File: config.mk
export PLATFORM = sky130hd
export DESIGN_NAME = keyExpander
export DESIGN_NICKNAME = d
export VERILOG_FILES = /design/src/aesPkg.sv /design/src/keyExpander.sv
export SDC_FILE = /design/constraint.sdc
export NUM_CORES = 2
export LEC_CHECK = 0
export ABC_AREA = 1
export BUFFER_PORTS_ARGS = -buffer_cell sky130_fd_sc_hd__clkbuf_2
export CAP_MARGIN = 20
export CORE_ASPECT_RATIO = 1.5
export CORE_UTILIZATION = 50
export DETAILED_ROUTE_END_ITERATION = 10
export PLACE_DENSITY_LB_ADDON = 0.08
export SLEW_MARGIN = 20
export SYNTH_ARGS = -nofsm -noshare
export SYNTH_HDL_FRONTEND = slang
export SYNTH_SLANG_ARGS = --single-unit
export TNS_END_PERCENT = 30
File: constraint.sdc
create_clock -name clk -period 32.5 [get_ports clk]
set_clock_uncertainty 0.05 [all_clocks]
set_input_delay 3.25 -clock clk [delete_from_list [all_inputs] [get_ports clk]]
set_output_delay 3.25 -clock clk [all_outputs]
set_load 0.05 [all_outputs]
File: src/aesPkg.sv
package aesPkg;

	typedef logic [127:0] aesBlock;

	typedef logic [3:0] roundIndex; // round number from 0 to 10.

	// Column c holds bits 32c+31 down to 32c counted from the top, with row 0 as its top byte.
	typedef union packed {
		aesBlock flat;
		logic [0:3][0:3][7:0] col;
	} aesState;

	typedef struct packed {
		aesBlock secretKey;
		aesBlock cipherText;
	} aesRequest;

	localparam logic [0:255][7:0] sBox = {
		128'h637c777bf26b6fc53001672bfed7ab76,
		128'hca82c97dfa5947f0add4a2af9ca472c0,
		128'hb7fd9326363ff7cc34a5e5f171d83115,
		128'h04c723c31896059a071280e2eb27b275,
		128'h09832c1a1b6e5aa0523bd6b329e32f84,
		128'h53d100ed20fcb15b6acbbe394a4c58cf,
		128'hd0efaafb434d338545f9027f503c9fa8,
		128'h51a3408f929d38f5bcb6da2110fff3d2,
		128'hcd0c13ec5f974417c4a77e3d645d1973,
		128'h60814fdc222a908846eeb814de5e0bdb,
		128'he0323a0a4906245cc2d3ac629195e479,
		128'he7c8376d8dd54ea96c56f4ea657aae08,
		128'hba78252e1ca6b4c6e8dd741f4bbd8b8a,
		128'h703eb5664803f60e613557b986c11d9e,
		128'he1f8981169d98e949b1e87e9ce5528df,
		128'h8ca1890dbfe6426841992d0fb054bb16
	};

	localparam logic [0:255][7:0] invSBox = {
		128'h52096ad53036a538bf40a39e81f3d7fb,
		128'h7ce339829b2fff87348e4344c4dee9cb,
		128'h547b9432a6c2233dee4c950b42fac34e,
		128'h082ea16628d924b2765ba2496d8bd125,
		128'h72f8f66486689816d4a45ccc5d65b692,
		128'h6c704850fdedb9da5e154657a78d9d84,
		128'h90d8ab008cbcd30af7e45805b8b34506,
		128'hd02c1e8fca3f0f02c1afbd0301138a6b,
		128'h3a9111414f67dcea97f2cfcef0b4e673,
		128'h96ac7422e7ad3585e2f937e81c75df6e,
		128'h47f11a711d29c5896fb7620eaa18be1b,
		128'hfc563e4bc6d279209adbc0fe78cd5af4,
		128'h1fdda8338807c731b11210592780ec5f,
		128'h60517fa919b54a0d2de57a9f93c99cef,
		128'ha0e03b4dae2af5b0c8ebbb3c83539961,
		128'h172b047eba77d626e169146355210c7d
	};

	localparam logic [0:9][7:0] roundConstant = {
		8'h01, 8'h02, 8'h04, 8'h08, 8'h10,
		8'h20, 8'h40, 8'h80, 8'h1b, 8'h36
	}; // entry i serves round key i+1.

	function automatic logic [7:0] xtime(input logic [7:0] value);
		return {value[6:0], 1'b0} ^ (value[7] ? 8'h1b : 8'h00); // reduce by 0x11b on overflow.
	endfunction

	// Shift-and-add over the bits of the factor, so 0e, 0b, 0d and 09 all share one path.
	function automatic logic [7:0] gfMul(input logic [7:0] value, input logic [3:0] factor);
		logic [7:0] product;
		logic [7:0] power;
		product = 8'h00;
		power = value;
		for (int i = 0; i < 4; i++) begin
			if (factor[i]) begin
				product = product ^ power;
			end
			power = xtime(power);
		end
		return product;
	endfunction

endpackage

File: src/keyExpander.sv
`timescale 1ns/1ps

module keyExpander (
	input logic clk,
	input logic reset,
	input logic load,
	input aesPkg::aesBlock secretKey,
	input aesPkg::roundIndex select,
	output aesPkg::aesBlock roundKey,
	output logic ready
);
	import aesPkg::*;

	aesBlock keyStore [0:10];
	aesBlock workKey; // the key derived most recently.
	aesBlock nextKey;
	roundIndex step; // key step+1 is written on the next edge.
	logic running;
	logic [31:0] lastWord;
	logic [31:0] rotWord;
	logic [31:0] subWord;
	logic [7:0] rcon;

	always_comb begin
		lastWord = workKey[31:0];
		rotWord = {lastWord[23:0], lastWord[31:24]};
		for (int b = 0; b < 4; b++) begin
			subWord[8*b +: 8] = sBox[rotWord[8*b +: 8]];
		end
		rcon = roundConstant[step];
		nextKey[127:96] = workKey[127:96] ^ subWord ^ {rcon, 24'h000000};
		nextKey[95:64] = workKey[95:64] ^ nextKey[127:96];
		nextKey[63:32] = workKey[63:32] ^ nextKey[95:64];
		nextKey[31:0] = workKey[31:0] ^ nextKey[63:32];
	end

	always_ff @(posedge clk) begin
		if (reset) begin
			step <= 4'd0;
			running <= 1'b0;
			ready <= 1'b0;
		end else if (load) begin
			step <= 4'd0;
			running <= 1'b1;
			ready <= 1'b0;
		end else if (running) begin
			if (step == 4'd9) begin
				running <= 1'b0; // key 10 lands on this edge.
				ready <= 1'b1;
			end else begin
				step <= step + 4'd1;
			end
		end
	end

	always_ff @(posedge clk) begin
		if (load) begin
			keyStore[0] <= secretKey;
			workKey <= secretKey;
		end else if (running) begin
			keyStore[step + 4'd1] <= nextKey;
			workKey <= nextKey;
		end
	end

	assign roundKey = keyStore[select];

endmodule

## Word level (Yosys, flattened, before mapping)

Memory sizes are Yosys's and may differ from the RTL's.
Cells that the tools add are included.

- Register bits after elaboration: 134
- Latch bits: 0
- RAM bits: 1408
- Bits in read-only memories: 8320
- Output and inout port bits: 129
- Logic and storage cells: 56
- Memories: 6

- Add/sub/neg operators: 1
- Multiply operators: 0
- Divide/modulo/power cells: 0
- Order comparisons: 5
- Equality and inequality tests: 1
- Shift operators: 0
- Mux-type cells: 23
- Bitwise operators: 11
- Reductions and logical operators: 5

Memories:

| name | depth | width | rd ports | clocked after memory_dff | write ports | RTL line | text |
|---|---|---|---|---|---|---|---|
| (no name shown) | 256 | 8 | 1 | 0 | 0 | keyExpander.sv:28 | `subWord[8*b +: 8] = sBox[rotWord[8*b +: 8]];` |
| (no name shown) | 256 | 8 | 1 | 0 | 0 | keyExpander.sv:28 |  |
| (no name shown) | 256 | 8 | 1 | 0 | 0 | keyExpander.sv:28 |  |
| (no name shown) | 256 | 8 | 1 | 0 | 0 | keyExpander.sv:28 |  |
| keyStore | 11 | 128 | 1 | 0 | 1 | keyExpander.sv:14 | `aesBlock keyStore [0:10];` |
| (no name shown) | 16 | 8 | 1 | 0 | 0 | keyExpander.sv:30 | `rcon = roundConstant[step];` |

Operators by type and width:

| kind | number |
|---|---|
| 128-bit two-way mux | 3 |
| 32-bit bitwise XOR | 5 |
| 128-bit OR reduction | 1 |
| 8-bit two-way mux | 10 |
| 9-bit greater-or-equal comparator (second input constant) | 4 |
| 8-bit inverter with 9-bit output | 4 |
| 1-bit two-way mux | 9 |
| 5-bit greater-or-equal comparator (second input constant) | 1 |
| 4-bit inverter with 5-bit output | 1 |
| 4-bit by 1-bit adder with 4-bit output (second input constant) | 1 |
| 4-bit equality test (second input constant) | 1 |
| 4-bit two-way mux | 1 |
| 2-bit AND reduction | 2 |
| 2-bit nonzero test | 1 |
| 2-bit OR reduction | 1 |
| 1-bit inverter | 1 |

## Depth between registers and ports, before layout

- Depth after elaboration: 11
- Gate-level depth with buffers: 23
- Depth with buffers taken out: 21

## Worst setup path before layout

Ideal clock, no wire load.

- Path type: input port to flip-flop
- Start: input port load
- End: memory keyStore[0][0] in the netlist's numbering, enable pin
- Arrival: 15730 ps
- Required time: 31652 ps
- Slack: 15922 ps
- Cell stages on the path: 5
- Path buffers: 2
- Cells stage by stage: clkbuf_1 clkbuf_1 clkinv_1 nand2_1 nor3b_1

- Cells in the longest elaborated chain, start to end: 4

RTL lines:

| what | RTL line | text |
|---|---|---|
| start, declared | keyExpander.sv:6 | `input logic load,` |
| 1-bit two-way mux | keyExpander.sv:57 | `if (load) begin` |
| 1-bit two-way mux (implied by the code) | keyExpander.sv:61 | `keyStore[step + 4'd1] <= nextKey;` |
| 128-bit OR reduction (no line) | - |  |
| 4-bit two-way mux (no line) / 1-bit two-way mux (equally long branches) | - |  |
| end, declared | keyExpander.sv:14 |  |

Several ways; a longest one is shown, not always the timed one.

## Final worst setup path

- Start: input port select[1]
- End: output port roundKey[1]

- Cells in the longest elaborated chain, start to end: 1

RTL lines:

| what | RTL line | text |
|---|---|---|
| start, declared | keyExpander.sv:8 | `input aesPkg::roundIndex select,` |
| memory 11 x 128 bit | - |  |
| end, declared | keyExpander.sv:9 | `output aesPkg::aesBlock roundKey,` |

No other way between the ends.

==> impl_metrics.ini <==
[routing]
firstDrtPassIters = 6
drt_iter0_markers = 7216
num_vias = 61039
wl_um = 273500
route.detailed.drc = 0
viasPerCell = 6.278
antenna_left = 0
wl_per_cell_um = 28.13

[clocking]
cts_tree = yes
cts-resized-gates = 0
numCtsBuffers = 145
cts.sinks = 1542
clockBufferDepth = 3
path_clk_slew_ns = 0.07
hold_buffers = 0
postCtsSetupBuffers = 0
htreeDepth = 4
cts-root-buf = clkbuf_16
clk_latency_ns = 0.81

[yosys]
synth-seq-area-share_pct = 61.78
synth_cells = 7615
yosysWarnings = 0
ys_types = 37
synth-seq-cells = 1542
avgSynthCellArea_um2 = 9.830
synth.cell_area_mm2 = 0.07485
syn_nets = 7816

[global_route]
antenna_found_initial = 31
grt_pass1_wl_um = 392200
track_usage_pct = 35.56
grt_pass1_vias = 57564
overflow = 0
grt_max_degree = 197

[worst_setup_path]
reg2reg_depth = 17
critPathMaxStageDelay_ns = 0.77
cp.arrival_ns = 7.70
cp_num_cells = 10
crit_path_start_kind = input port
crit_buf_inv = 6
cp_max_fo = 152
criticalPathCategory = in2out
path_cells = buf_8 -> inv_8 -> buf_4 -> buf_4 -> buf_4 -> o21ai_0 -> o221ai_1 -> o21ai_0 -> o21ai_0 -> clkbuf_2
required_ns = 29.20
crit_family = buffers and inverters
worst_path_max_delay_cell = buf_4
cp-end-kind = output port

[power]
netSwitchingFraction_pct = 37.41
worst_ir_drop_vdd_mv = 0.05604
p_seq_share_pct = 40.3
p_int_mw = 3.724
clock_power_share_pct = 27.9
finalPower_mw = 5.950
p_sw_mw = 2.226
leakage_nw = 30.48
powerDensity_mw_per_mm2 = 72.10
comb_power_share_pct = 31.8

[timing]
slew_headroom_pct = 20.44
tightest_slew_ns = 1.189
finalCritPeriodShare_pct = 33.84
fin_crit_ns = 11.00
grt_setup_unrepaired = false
fmax_ghz = 0.09092
tns_ns = 0
hold_violations = 0
finalSetupViolCount = 0
final_max_slew_viol_count = 0

[layout]
final_common_cell = nand2_1
fin_nets = 7875
layout_common_cells = nand2_1 (1607), edfxtp_1 (1536), nand3_1 (1159)
syn2layout_area_growth_pct = 10.24
drive_above_1_share_pct = 9.622

[die]
num_rows = 173
start_util_pct = 50.48
core_mm2 = 0.1483
die_y_um = 475.9
io_pins = 264
die_area_mm2 = 0.1513
die-width_um = 317.9

[placed_design]
place.gp.congestion = 1.041
place_hpwl_um = 174800
port_buffers = 263

[job]
maxCapViolCount = 0

[hold_path]
hold_path_depth = 2
hp-class = reg2reg

[status]
outcome = finished, final reports clean
[area by class of cell]
type                       instances  area (um^2)
antenna                           14        35.03
clock buffer                     180         3866
clock inverter                    77        678.2
fill                           13062        65750
inverter                         248        958.4
multi-input combinational       5305        25570
sequential                      1542        46240
tap                             1925         2409
timing repair buffer             432         2763
[tightest hold or removal path, delay by kind of cell (launching register included)]
family | cells | cell delay [ns]
flip-flops | 1 | 0.32
AO/OA/AOI/OAI | 2 | 0.19
[registers in the layout, summed over array words and instances (netlist names)]
| signal | cells |
|---|---|
| workKey | 128 |
| step | 4 |
| keyStore | 1408 |
| running | 1 |
| ready | 1 |
[cells in the mapped netlist (all sizes together)]
cell type,n,area share (%)
o221ai,112,1.3
xor2,9,0.11
or2,16,0.13
nor2,766,3.9
nand3,1166,7.8
o211ai,155,1.6
nand4,19,0.16
a31oi,23,0.19
dfxtp,6,0.16
nand2,1625,8.2
edfxtp,1536,62
inv,239,1.2
nand3b,26,0.27
nor3b,1,0.010
o21a,2,0.020
a211oi,16,0.16
o21ai,1025,6.9
o22ai,129,1.1
buf,165,1.3
nor3,3,0.020
ha,66,1.1
a21oi,146,1.0
clkinv,9,0.045
clkbuf,355,1.8
[cell families after synthesis]
group                      after synthesis  share of synthesized area (%)
AOI/OAI and AO/OA                     1608                          12.18
xor gates and xnor gates                 9                         0.1053
adders and majority gates               66                          1.103
DFF                                   1542                          61.78
buffers and inverters                  768                          4.298
and+or+nand+nor                       3622                          20.54
[worst paths after layout]
| check | start | endpoint | slack (ns) |
|---|---|---|---|
| max reg2reg | workKey[17]$_DFFE_PP_ | keyStore[7][26]$_DFFE_PP_ | 27.10 |
| min reg2reg | running$_SDFF_PP0_ | step[3]$_SDFFE_PP0P_ | 0.50 |
| min | running$_SDFF_PP0_ | step[3]$_SDFFE_PP0P_ | 0.50 |
| max | select[1] | roundKey[1] | 21.50 |
[stage by stage]
step                      util [%]  area [um^2]  setup slack, ns  hold slack [ns]  cells
after detailed placement     52.53        77890            21.49           0.4954   9450
after global routing         55.64        82500            21.22           0.5307   9715
final                        55.66        82520            21.50           0.4981   9723
after global placement       52.50        77840            21.50           0.4910   9449
after CTS                    55.59        82430            21.48           0.4958   9707
after floorplan                  -        74850            15.92           0.4525   7615
[power by group through the flow]
stage          sequential (mW)  clock (mW)  combinational (mW)
3_3_place_gp              2.44           0                1.83
6_report                  2.40        1.66                1.89
2_1_floorplan             2.43           0                1.19
5_1_grt                   2.40        1.74                2.03
3_5_place_dp              2.44           0                1.83
4_1_cts                   2.40        1.68                1.84
[metal layers]
| layer | part of all wire [%] | track usage, % | vias to the layer above |
|---|---|---|---|
| li1 | - | - | 27429 |
| met3 | 9.0 | 7.622 | 635 |
| met2 | 46 | 56.62 | 2916 |
| met5 | 0.089 | 0 | - |
| met4 | 5.7 | 19.17 | 38 |
| met1 | 39 | 45.62 | 30021 |
Power figures use the tool's default switching activity.
